### src/common/uart_frame_pkg.sv
package uart_frame_pkg;

    // ======================================================================
    // Frame geometry
    // ======================================================================

    parameter int PAYLOAD_BYTES = 8;
    parameter int FRAME_BYTES = 4 + PAYLOAD_BYTES + 2; // Id, payload, checksum.

    typedef logic [PAYLOAD_BYTES*8-1:0] payload_t;

    // Field view of a frame, identifier at the top.
    typedef struct packed {
        logic [31:0] msgid;
        payload_t payload;
        logic [15:0] csum;
    } frame_fields_t;

    // The same 112-bit word is shifted as bytes and read as fields.
    typedef union packed {
        frame_fields_t f;
        logic [0:FRAME_BYTES-1][7:0] b; // Byte 0 sits at the MSB end.
    } frame_t;

    // ======================================================================
    // Byte transport
    // ======================================================================

    // Receiver output, valid is a one-cycle strobe.
    typedef struct packed {
        logic valid;
        logic [7:0] data;
    } rx_byte_t;

    // Responder to transmitter, four-phase req/ack.
    typedef struct packed {
        logic req;
        logic [7:0] data;
    } tx_req_t;

endpackage

### src/framer/frame_collector.sv
module frame_collector #(
    parameter logic [31:0] msgid = 32'h74697277,
    parameter bit csum_enable = 1'b1
) (
    input  logic clk,
    input  logic reset,
    input  uart_frame_pkg::rx_byte_t rx_byte,
    input  logic packet_end,
    output uart_frame_pkg::payload_t rx_data,
    output logic sync,
    output logic frame_drop,
    output logic accept
);

    localparam int frame_bytes = uart_frame_pkg::FRAME_BYTES;
    localparam int cnt_w = $clog2(frame_bytes + 2);
    localparam logic [cnt_w-1:0] overflow_mark = cnt_w'(frame_bytes + 1);

    uart_frame_pkg::frame_t frame;
    logic [cnt_w-1:0] byte_cnt;
    logic [15:0] sum;
    logic frame_ok;

    assign frame_ok = (byte_cnt == cnt_w'(frame_bytes)) &&
                      (frame.f.msgid == msgid) &&
                      (!csum_enable || frame.f.csum == sum);

    assign accept = sync;

    // ======================================================================
    // Byte collection
    // ======================================================================

    always_ff @(posedge clk) begin
        if (rx_byte.valid) frame.b <= {frame.b[1:frame_bytes-1], rx_byte.data};
    end

    always_ff @(posedge clk) begin
        if (reset) begin
            byte_cnt <= '0;
            sum <= '0;
        end else if (packet_end) begin
            byte_cnt <= '0;
            sum <= '0;
        end else if (rx_byte.valid) begin
            if (byte_cnt != overflow_mark) byte_cnt <= byte_cnt + 1'b1;
            if (byte_cnt < cnt_w'(frame_bytes - 2)) begin
                sum <= sum + 16'(rx_byte.data); // Checksum bytes excluded.
            end
        end
    end

    // ======================================================================
    // Decision
    // ======================================================================

    always_ff @(posedge clk) begin
        if (reset) begin
            sync <= 1'b0;
            frame_drop <= 1'b0;
        end else begin
            sync <= packet_end && frame_ok;
            frame_drop <= packet_end && !frame_ok;
        end
    end

    always_ff @(posedge clk) begin
        if (packet_end && frame_ok) rx_data <= frame.f.payload;
    end

    no_byte_at_end: assert property (@(posedge clk) disable iff (reset)
        packet_end |-> !rx_byte.valid);

endmodule

### src/framer/frame_responder.sv
module frame_responder #(
    parameter logic [31:0] msgid = 32'h74697277
) (
    input  logic clk,
    input  logic reset,
    input  logic accept,
    input  uart_frame_pkg::payload_t tx_data,
    input  logic tx_ack,
    output uart_frame_pkg::tx_req_t tx_req,
    output logic tx_busy
);

    localparam int frame_bytes = uart_frame_pkg::FRAME_BYTES;
    localparam int idx_w = $clog2(frame_bytes + 1);

    uart_frame_pkg::frame_t reply;
    logic [idx_w-1:0] idx;
    logic [15:0] sum;
    logic req;
    logic [7:0] data;
    logic start;
    logic raise;
    logic handshake;

    assign start = accept && !tx_busy; // No second reply while busy.
    assign raise = tx_busy && !req && !tx_ack && (idx < idx_w'(frame_bytes));
    assign handshake = req && tx_ack;
    assign tx_req = '{req: req, data: data};

    always_ff @(posedge clk) begin
        if (reset) begin
            tx_busy <= 1'b0;
            req <= 1'b0;
            idx <= '0;
        end else if (start) begin
            tx_busy <= 1'b1;
            idx <= '0;
        end else if (raise) begin
            req <= 1'b1;
        end else if (handshake) begin
            req <= 1'b0;
            idx <= idx + 1'b1;
        end else if (tx_busy && !tx_ack && idx == idx_w'(frame_bytes)) begin
            tx_busy <= 1'b0; // Last ack released.
        end
    end

    // ======================================================================
    // Reply frame and running checksum
    // ======================================================================

    always_ff @(posedge clk) begin
        if (start) begin
            reply.f <= '{msgid: msgid, payload: tx_data, csum: 16'h0000};
            sum <= '0;
        end else if (handshake && idx < idx_w'(frame_bytes - 2)) begin
            sum <= sum + 16'(data);
            if (idx == idx_w'(frame_bytes - 3)) reply.f.csum <= sum + 16'(data);
        end
    end

    always_ff @(posedge clk) begin
        if (raise) data <= reply.b[idx];
    end

    ack_falls_after_req: assert property (@(posedge clk) disable iff (reset)
        $fell(tx_ack) |-> !req);

endmodule

### src/serial/uart_rx.sv
module uart_rx #(
    parameter int clk_frequency = 25_000_000,
    parameter int baud = 2_500_000
) (
    input  logic clk,
    input  logic reset,
    input  logic rx,
    output uart_frame_pkg::rx_byte_t rx_byte,
    output logic packet_end
);

    localparam int bit_clocks = clk_frequency / baud;
    localparam int half_clocks = bit_clocks / 2;
    localparam int gap_clocks = 20 * bit_clocks + half_clocks; // From mid stop bit.
    localparam int bit_w = $clog2(bit_clocks + 1);
    localparam int gap_w = $clog2(gap_clocks + 1);

    localparam logic [1:0] st_idle = 2'd0;
    localparam logic [1:0] st_start = 2'd1;
    localparam logic [1:0] st_data = 2'd2;
    localparam logic [1:0] st_stop = 2'd3;

    logic rx_meta;
    logic rx_sync;
    logic [1:0] state;
    logic [bit_w-1:0] clk_cnt;
    logic [2:0] bit_idx;
    logic [7:0] shift;
    logic byte_valid;
    logic bit_tick;
    logic gap_armed;
    logic [gap_w-1:0] gap_cnt;

    assign bit_tick = (clk_cnt == bit_w'(bit_clocks - 1));
    assign rx_byte = '{valid: byte_valid, data: shift};

    always_ff @(posedge clk) begin
        if (reset) begin
            rx_meta <= 1'b1;
            rx_sync <= 1'b1;
        end else begin
            rx_meta <= rx;
            rx_sync <= rx_meta;
        end
    end

    // ======================================================================
    // Bit sampling
    // ======================================================================

    always_ff @(posedge clk) begin
        if (reset) begin
            state <= st_idle;
            clk_cnt <= '0;
            bit_idx <= '0;
            byte_valid <= 1'b0;
        end else begin
            byte_valid <= 1'b0;
            case (state)
                st_idle: begin
                    clk_cnt <= '0;
                    if (!rx_sync) state <= st_start;
                end
                st_start: begin
                    if (clk_cnt == bit_w'(half_clocks - 1)) begin
                        clk_cnt <= '0;
                        bit_idx <= '0;
                        state <= rx_sync ? st_idle : st_data; // Glitch, not a start bit.
                    end else begin
                        clk_cnt <= clk_cnt + 1'b1;
                    end
                end
                st_data: begin
                    if (bit_tick) begin
                        clk_cnt <= '0;
                        bit_idx <= bit_idx + 1'b1;
                        if (bit_idx == 3'd7) state <= st_stop;
                    end else begin
                        clk_cnt <= clk_cnt + 1'b1;
                    end
                end
                default: begin
                    if (bit_tick) begin
                        byte_valid <= rx_sync; // Framing error drops the byte.
                        state <= st_idle;
                    end else begin
                        clk_cnt <= clk_cnt + 1'b1;
                    end
                end
            endcase
        end
    end

    always_ff @(posedge clk) begin
        if (state == st_data && bit_tick) shift <= {rx_sync, shift[7:1]}; // LSB first.
    end

    // Idle gap after the last byte ends the frame.
    always_ff @(posedge clk) begin
        if (reset) begin
            gap_armed <= 1'b0;
            gap_cnt <= '0;
            packet_end <= 1'b0;
        end else begin
            packet_end <= 1'b0;
            if (byte_valid) begin
                gap_armed <= 1'b1;
                gap_cnt <= '0;
            end else if (state != st_idle) begin
                gap_cnt <= '0;
            end else if (gap_armed) begin
                if (gap_cnt == gap_w'(gap_clocks - 1)) begin
                    packet_end <= 1'b1;
                    gap_armed <= 1'b0;
                end else begin
                    gap_cnt <= gap_cnt + 1'b1;
                end
            end
        end
    end

endmodule

### src/serial/uart_tx.sv
module uart_tx #(
    parameter int clk_frequency = 25_000_000,
    parameter int baud = 2_500_000
) (
    input  logic clk,
    input  logic reset,
    input  uart_frame_pkg::tx_req_t tx_req,
    output logic tx_ack,
    output logic tx
);

    localparam int bit_clocks = clk_frequency / baud;
    localparam int bit_w = $clog2(bit_clocks + 1);

    logic busy;
    logic load;
    logic bit_done;
    logic [bit_w-1:0] clk_cnt;
    logic [3:0] bits_left;
    logic [9:0] frame_bits; // Stop, data, start.

    assign load = tx_req.req && !tx_ack && !busy;
    assign bit_done = busy && (clk_cnt == bit_w'(bit_clocks - 1));
    assign tx = busy ? frame_bits[0] : 1'b1;

    always_ff @(posedge clk) begin
        if (reset) begin
            busy <= 1'b0;
            tx_ack <= 1'b0;
            clk_cnt <= '0;
            bits_left <= '0;
        end else if (load) begin
            busy <= 1'b1;
            tx_ack <= 1'b1;
            clk_cnt <= '0;
            bits_left <= 4'd10;
        end else if (busy) begin
            if (bit_done) begin
                clk_cnt <= '0;
                bits_left <= bits_left - 1'b1;
                if (bits_left == 4'd1) busy <= 1'b0; // Stop bit done.
            end else begin
                clk_cnt <= clk_cnt + 1'b1;
            end
        end else if (!tx_req.req) begin
            tx_ack <= 1'b0;
        end
    end

    always_ff @(posedge clk) begin
        if (load) begin
            frame_bits <= {1'b1, tx_req.data, 1'b0};
        end else if (bit_done) begin
            frame_bits <= {1'b1, frame_bits[9:1]};
        end
    end

    ack_needs_req: assert property (@(posedge clk) disable iff (reset)
        $rose(tx_ack) |-> tx_req.req);

endmodule

### src/uart_link.sv
module uart_link #(
    parameter int clk_frequency = 25_000_000,
    parameter int baud = 2_500_000,
    parameter logic [31:0] msgid = 32'h74697277,
    parameter bit csum_enable = 1'b1
) (
    input  logic clk,
    input  logic reset,
    input  logic rx,
    input  uart_frame_pkg::payload_t tx_data,
    output logic tx,
    output uart_frame_pkg::payload_t rx_data,
    output logic sync,
    output logic frame_drop,
    output logic tx_busy
);

    uart_frame_pkg::rx_byte_t rx_byte;
    uart_frame_pkg::tx_req_t tx_req;
    logic packet_end;
    logic accept;
    logic tx_ack;

    uart_rx #(.clk_frequency(clk_frequency), .baud(baud)) i_uart_rx (
        .clk        (clk),
        .reset      (reset),
        .rx         (rx),
        .rx_byte    (rx_byte),
        .packet_end (packet_end)
    );

    frame_collector #(.msgid(msgid), .csum_enable(csum_enable)) i_frame_collector (
        .clk        (clk),
        .reset      (reset),
        .rx_byte    (rx_byte),
        .packet_end (packet_end),
        .rx_data    (rx_data),
        .sync       (sync),
        .frame_drop (frame_drop),
        .accept     (accept)
    );

    frame_responder #(.msgid(msgid)) i_frame_responder (
        .clk     (clk),
        .reset   (reset),
        .accept  (accept),
        .tx_data (tx_data),
        .tx_ack  (tx_ack),
        .tx_req  (tx_req),
        .tx_busy (tx_busy)
    );

    uart_tx #(.clk_frequency(clk_frequency), .baud(baud)) i_uart_tx (
        .clk    (clk),
        .reset  (reset),
        .tx_req (tx_req),
        .tx_ack (tx_ack),
        .tx     (tx)
    );

endmodule

### config.mk
export PLATFORM = sky130hd
export DESIGN_NAME = uart_link
export DESIGN_NICKNAME = d
export VERILOG_FILES = /design/src/common/uart_frame_pkg.sv /design/src/framer/frame_collector.sv /design/src/framer/frame_responder.sv /design/src/serial/uart_rx.sv /design/src/serial/uart_tx.sv /design/src/uart_link.sv
export SDC_FILE = /design/constraint.sdc
export NUM_CORES = 1
export LEC_CHECK = 0
export BUFFER_PORTS_ARGS = -buffer_cell sky130_fd_sc_hd__buf_2
export CAP_MARGIN = 20
export CORE_MARGIN = 3
export CORE_UTILIZATION = 50
export CTS_CLUSTER_DIAMETER = 120
export DETAILED_ROUTE_END_ITERATION = 8
export PLACE_DENSITY_LB_ADDON = 0.2
export SLEW_MARGIN = 20
export SYNTH_ARGS = -nofsm -noshare
export SYNTH_HDL_FRONTEND = slang
export SYNTH_SLANG_ARGS = --single-unit
### constraint.sdc
create_clock -name clk -period 4 [get_ports clk]
set_input_delay 0.2 -clock clk [delete_from_list [all_inputs] [get_ports clk]]
set_output_delay 0.2 -clock clk [all_outputs]
set_load 0.01 [all_outputs]
Word level (Yosys, flattened, before mapping)
Index checks and enable logic that the tools add are counted.
- bits in registers: 357
- output and inout port bits: 68
- logic and storage cells: 162
- input port bits: 67
- multiplexer cells: 42
- $lt $le $gt $ge: 4
- $add $sub $neg: 9
- eq/ne operators: 24
- reductions and logical operators: 47
- bitwise logic cells: 6
- operators with widths (cell ; number):
    $add A16 B8 Y16 ; 2
    $bmux W8 S4 ; 1
    $eq A32 B31 Y1 const B ; 1
    $mux W4 ; 7
    $eq A4 B4 Y1 const B ; 5
    $mux W1 ; 19
    $mux W9 ; 2
    $reduce_and A2 Y1 ; 9
    $add A4 B1 Y4 const B ; 4
    $eq A16 B16 Y1 ; 1
    $logic_and A1 B1 Y1 ; 16
    $mux W8 ; 2
    $ne A2 B1 Y1 const B ; 7
    $lt A4 B4 Y1 const B ; 3
    $mux W2 ; 6
    $pmux W4 S3 ; 1
    $reduce_bool A2 Y1 ; 6
    $add A8 B1 Y8 const B ; 1
    $eq A8 B8 Y1 const B ; 1
    $ne A4 B4 Y1 const B ; 2
    $mux W3 ; 2
    $pmux W2 S3 ; 1
    $pmux W3 S2 ; 1
    $reduce_and A3 Y1 ; 2
    other kinds (19) ; 30

Logic depth before layout (Yosys ltp)
- depth in word-level cells: 7
- gate-level depth with buffers: 9
- depth with buffers taken out: 8

By module
From an unflattened synthesis, not the netlist that was laid out.
- cells, all modules: 1005
- area, all modules: 14315.0 µm²
- by module, submodules not included (module ; area each (µm²) ; sequential area each (µm²) ; cells each ; instances):
    frame_collector ; 6884.1 ; 5725.5 ; 362 ; 1
    frame_responder ; 5196.2 ; 2922.8 ; 430 ; 1
    uart_rx ; 1362.6 ; 680.7 ; 132 ; 1
    uart_tx ; 872.1 ; 460.4 ; 81 ; 1

Worst setup path after synthesis
No wires, ideal clock.
- kind: register to register
- from: register i_uart_rx.byte_valid
- to: register i_frame_collector.sum[15]
- period minus slack after synthesis: 4.370 ns
- arrival: 4.254 ns
- setup time: 0.116 ns
- cell stages (with the launch flop): 7
- setup slack: -0.370 ns
- required time: 3.884 ns
- buffers on the path: 0
- cell sequence: dfxtp_1 > a21boi_2 > and4_1 > and3_1 > and3_1 > a21oi_1 > a31o_2
- word-level cells in the longest chain between the ends: 1
- RTL lines (what ; line ; RTL):
    start: declaration ; uart_rx.sv:29 ; logic byte_valid;
    start signal: assignment ; uart_rx.sv:84 ; byte_valid <= rx_sync;
    $reduce_and A2 Y1 (no line) ; -- ;
    end signal: assignment ; frame_collector.sv:48 ; sum <= sum + 16'(rx_byte.data);
    end: declaration ; frame_collector.sv:21 ; logic [15:0] sum;
No other way between the ends.
A chain may end at the register's enable or synchronous reset.

Final worst setup path
- from: register i_frame_collector.frame[105] in the netlist's numbering
- to: register i_frame_collector.rx_data[1], enable pin
- word-level cells in the longest chain between the ends: 4
- RTL lines (what ; line ; RTL):
    start: declaration ; frame_collector.sv:19 ; uart_frame_pkg::frame_t frame;
    $eq A32 B31 Y1 ; frame_collector.sv:25 ; (frame.f.msgid == msgid) &&
    $logic_and A1 B1 Y1 ; frame_collector.sv:24 ; assign frame_ok = (byte_cnt == cnt_w'(frame_bytes)) &&
    $logic_and A1 B1 Y1 ; frame_collector.sv:25 ;
    $logic_and A1 B1 Y1 ; frame_collector.sv:68 ; if (packet_end && frame_ok) rx_data <= frame.f.payload;
    end signal: assignment ; frame_collector.sv:68 ;
    end: declaration ; frame_collector.sv:9 ; output uart_frame_pkg::payload_t rx_data,
No other way between the ends.

==> impl_metrics.env <==
export IMPL_cp_start_kind="flip-flop"
export IMPL_relSlewSlack_pct=35.4
export IMPL_worstHoldPathCells=2
export IMPL_async_flop_share_pct=0
export IMPL_grt_pass1_wl_um=41500
export IMPL_port_buffers=134
export IMPL_muxShareOfSynthArea_pct=3.59
export IMPL_cp_num_cells=6
export IMPL_vias=8042
export IMPL_clk_pin_slew_ns=0.06
export IMPL_crit_buf_inv=1
export IMPL_dr_max_layer_used="met4"
export IMPL_path_delay_family="simple AND/OR/NAND/NOR gates"
export IMPL_layout_drive_gt1_share_pct=19.4
export IMPL_gp_congestion=0.781
export IMPL_synth_area_leaders="edfxtp_1 (58%), dfxtp_1 (14%), ha_1 (3.4%), xnor2_1 (2.5%), a21oi_1 (2.4%)"
export IMPL_synth_seq_area_share_pct=71.8
export IMPL_drc=0
export IMPL_leakage_nw=5.83
export IMPL_power_density_nw_per_um2=450
export IMPL_fin_tns_setup_ns=0
export IMPL_rrSetupSlack_ns=1.24
export IMPL_worst_pin_slew_ns=0.960
export IMPL_fin_crit_ns=2.76
export IMPL_synth_edf_count=264
export IMPL_slew_viol_final=0
export IMPL_antenna_found_initial=0
export IMPL_maxCapViolations=0
export IMPL_crit_type="flip-flop to flip-flop"
export IMPL_rsz0062_at_grt="no"
export IMPL_synth_compound_area_share_pct=6.63
export IMPL_grt_max_degree=77
export IMPL_clk_latency_ns=0.53
export IMPL_whs_endpoint="i_frame_responder.reply[44]"
export IMPL_r2r_cells=6
export IMPL_wirelength_um=26000
export IMPL_min_path_type="primary input to flip-flop"
export IMPL_synth_main_ff_cell="edfxtp_1"
export IMPL_drtPass1Iterations=5
export IMPL_wire_per_inst_um=17.1
export IMPL_cts_tree="yes"
export IMPL_postRouteAntennaNets=0
export IMPL_cp_max_fo=64
export IMPL_utilization_pct=62.6
export IMPL_wl_met3_um=1190
export IMPL_ir_drop_mv=0.379
export IMPL_fp_dieH_um=171
export IMPL_synthSimpleGateAreaFrac_pct=8.94
export IMPL_cp_end_kind="flip-flop"
export IMPL_synthAdderAreaFrac_pct=3.69
export IMPL_rows=59
export IMPL_cts_sinks=357
export IMPL_coreArea_um2=26400
export IMPL_io_pins=135
export IMPL_finalNetCount=1261
export IMPL_yosysTopAreaCell="edfxtp_1"
export IMPL_cts_resized=0
export IMPL_synth_nets=1039
export IMPL_hold_viol_final=0
export IMPL_netlist_instances=933
export IMPL_clockBufferDepth=3
export IMPL_htree_num_levels=2
export IMPL_outcome="complete, no violations"
export IMPL_overflow=0
export IMPL_cpPeakStageDelay_ns=0.53
export IMPL_initial_core_util_pct=51.6
export IMPL_ys_types=57
export IMPL_drt_iter0_markers=530
export IMPL_track_usage_pct=17.9
export IMPL_wl_met2_um=12200
export IMPL_syn_area_um2=13600
export IMPL_synth_top_family_by_area="simple AND/OR/NAND/NOR gates"
export IMPL_crit_slowest_cell="or4b_1"
export IMPL_met1_length_um=12200
export IMPL_grt_pass1_vias=7938
export IMPL_cts_root_buffer="clkbuf_16"
export IMPL_ys_ff_latch=357
export IMPL_die_w_um=171
export IMPL_cp_cell_sequence="or4b_1 > nor4_1 > nand3_1 > nor4_2 > and2_2 > buf_12"
export IMPL_dpl_hpwl_um=16700
export IMPL_r2r_end="i_frame_collector.rx_data[1]"
export IMPL_viasPerCell=5.29
export IMPL_setup_viol=0
export IMPL_cts_buffers=37
export IMPL_fin_skew_ns=0.0184
export IMPL_worstReg2RegStart="i_frame_collector.frame[105]"
export IMPL_synth_top_area_share_pct=58.2
export IMPL_period_share_pct=69.0
export IMPL_syn_area_per_cell_um2=14.6
export IMPL_synth_xor_area_share_pct=3.98
export IMPL_area_growth_pct=21.4
export IMPL_worstPathArrival_ns=2.93
export IMPL_yosys_warnings=0
export IMPL_fmax_ghz=0.362
export IMPL_hp_start="tx_data[28]"
export IMPL_die_area_um2=29300
export IMPL_nFillCells=1987
export IMPL_worstPathRequired_ns=4.17
-- synth_stat cells (all sizes together), types with 3 or more instances --
master,instances
inv,18
a31o,4
and4,3
a21o,6
ha,37
buf,9
nor3,16
a211oi,13
nand2b,5
nand3,13
xor2,23
o211ai,4
a21oi,66
mux2i,14
nand2,77
edfxtp,264
or2,3
clkbuf,18
and3,9
nand4b,7
mux4,14
nor4,8
o21ai,28
nand4,13
mux2,3
nor2b,4
dfxtp,93
o21bai,3
nor2,76
a311oi,4
and2,5
a22o,7
xnor2,39
nand3b,3
-- area by class of cell --
| type | count | area, um^2 | area share [%] |
|---|---|---|---|
| Inverter | 18 | 68.8 | 0.416 |
| Antenna cell | 1 | 2.50 | 0.0151 |
| Clock inverter | 20 | 199 | 1.20 |
| Tap cell | 335 | 419 | 2.53 |
| Multi-Input combinational cell | 531 | 3660 | 22.1 |
| Clock buffer | 48 | 977 | 5.91 |
| Sequential cell | 357 | 9790 | 59.2 |
| Timing Repair Buffer | 210 | 1420 | 8.58 |
-- worst max path at each step --
stage | slack (ns) | startpoint | endpoint
finish | 1.24 | i_frame_collector.frame[105] | i_frame_collector.rx_data[1]
global route | 1.06 | i_frame_collector.frame[105] | i_frame_collector.rx_data[1]
CTS | 1.27 | i_frame_collector.frame[105] | i_frame_collector.rx_data[1]
detailed placement | 1.28 | i_frame_collector.frame[105] | i_frame_collector.rx_data[50]
global placement | 1.27 | i_frame_collector.frame[105] | i_frame_collector.rx_data[29]
floorplan | 0.90 | i_frame_responder.tx_busy | i_frame_responder.reply[16]
-- power by group --
| group | leakage [nW] | switching [mW] | internal [mW] |
|---|---|---|---|
| combinational | 2.13 | 0.0943 | 0.106 |
| sequential | 3.12 | 0.0127 | 3.95 |
| clock | 0.577 | 1.35 | 1.93 |
| total | 5.83 | 1.46 | 5.99 |
-- per-stage QoR --
stage                     power [mW]  worst slack [ns]  hold WS [ns]  cells  instance area (um^2)
final                           7.44              1.24         0.397   1520                 16500
after global routing            7.71              1.06         0.379   1519                 16500
after CTS                       7.54              1.27         0.370   1519                 16500
after detailed placement        4.19              1.28         0.378   1385                 14700
after global placement          4.18              1.27         0.377   1385                 14700
after floorplan                 4.13             0.903         0.299    933                 13600
-- placed cells by master, fill, tap and decap left out, drive strengths merged, types with 4 or more instances in the layout --
| cell | n |
|---|---|
| o21ai | 28 |
| a22o | 7 |
| nor4 | 8 |
| dfxtp | 93 |
| nand3 | 13 |
| a21o | 6 |
| mux2i | 14 |
| clkbuf | 48 |
| xor2 | 23 |
| buf | 144 |
| nand4 | 13 |
| nor2 | 76 |
| nand2 | 77 |
| xnor2 | 39 |
| clkinv | 16 |
| and2 | 5 |
| ha | 37 |
| o211ai | 4 |
| mux4 | 14 |
| nor3 | 16 |
| a211oi | 13 |
| nand2b | 5 |
| inv | 18 |
| edfxtp | 264 |
| nand4b | 7 |
| dlygate4sd3 | 66 |
| and3 | 9 |
| a31o | 4 |
| nor2b | 4 |
| a21oi | 66 |
| a311oi | 4 |
-- metal layers --
metal  GRT usage (%)  vias to the layer above
li1                -                     3931
met1            25.9                     3889
met2            28.3                      188
met3            3.49                       34
met4            4.65                        0
met5               0                        -
-- sequential cells by signal (all words and copies together), names as in the netlist, 2 cells and up --
signal / cells
i_uart_tx.bits_left: 4
i_frame_collector.byte_cnt: 4
i_uart_rx.state: 2
i_uart_rx.gap_cnt: 8
i_frame_collector.rx_data: 64
i_uart_tx.clk_cnt: 4
i_uart_rx.clk_cnt: 4
i_uart_rx.shift: 8
i_uart_rx.bit_idx: 3
i_frame_responder.sum: 16
i_frame_responder.data: 8
i_frame_responder.reply: 80
i_frame_collector.frame: 112
i_frame_responder.idx: 4
i_frame_collector.sum: 16
i_uart_tx.frame_bits: 9
-- logic make-up after synthesis --
group                    after synthesis
flip-flops                           357
multiplexers                          31
XOR/XNOR                              62
AO/OA/AOI/OAI                        147
adder cells (fa/ha/maj)               39
buffers and inverters                 45
AND/OR/NAND/NOR                      252
-- what timing repair did --
action | 4_1_cts | 5_1_grt
endpoints found under the hold margin | 68 | 0
buffers inserted | 0 | 0
hold buffers | 66 | 0
No activity file was read; power rests on OpenSTA's default activity.
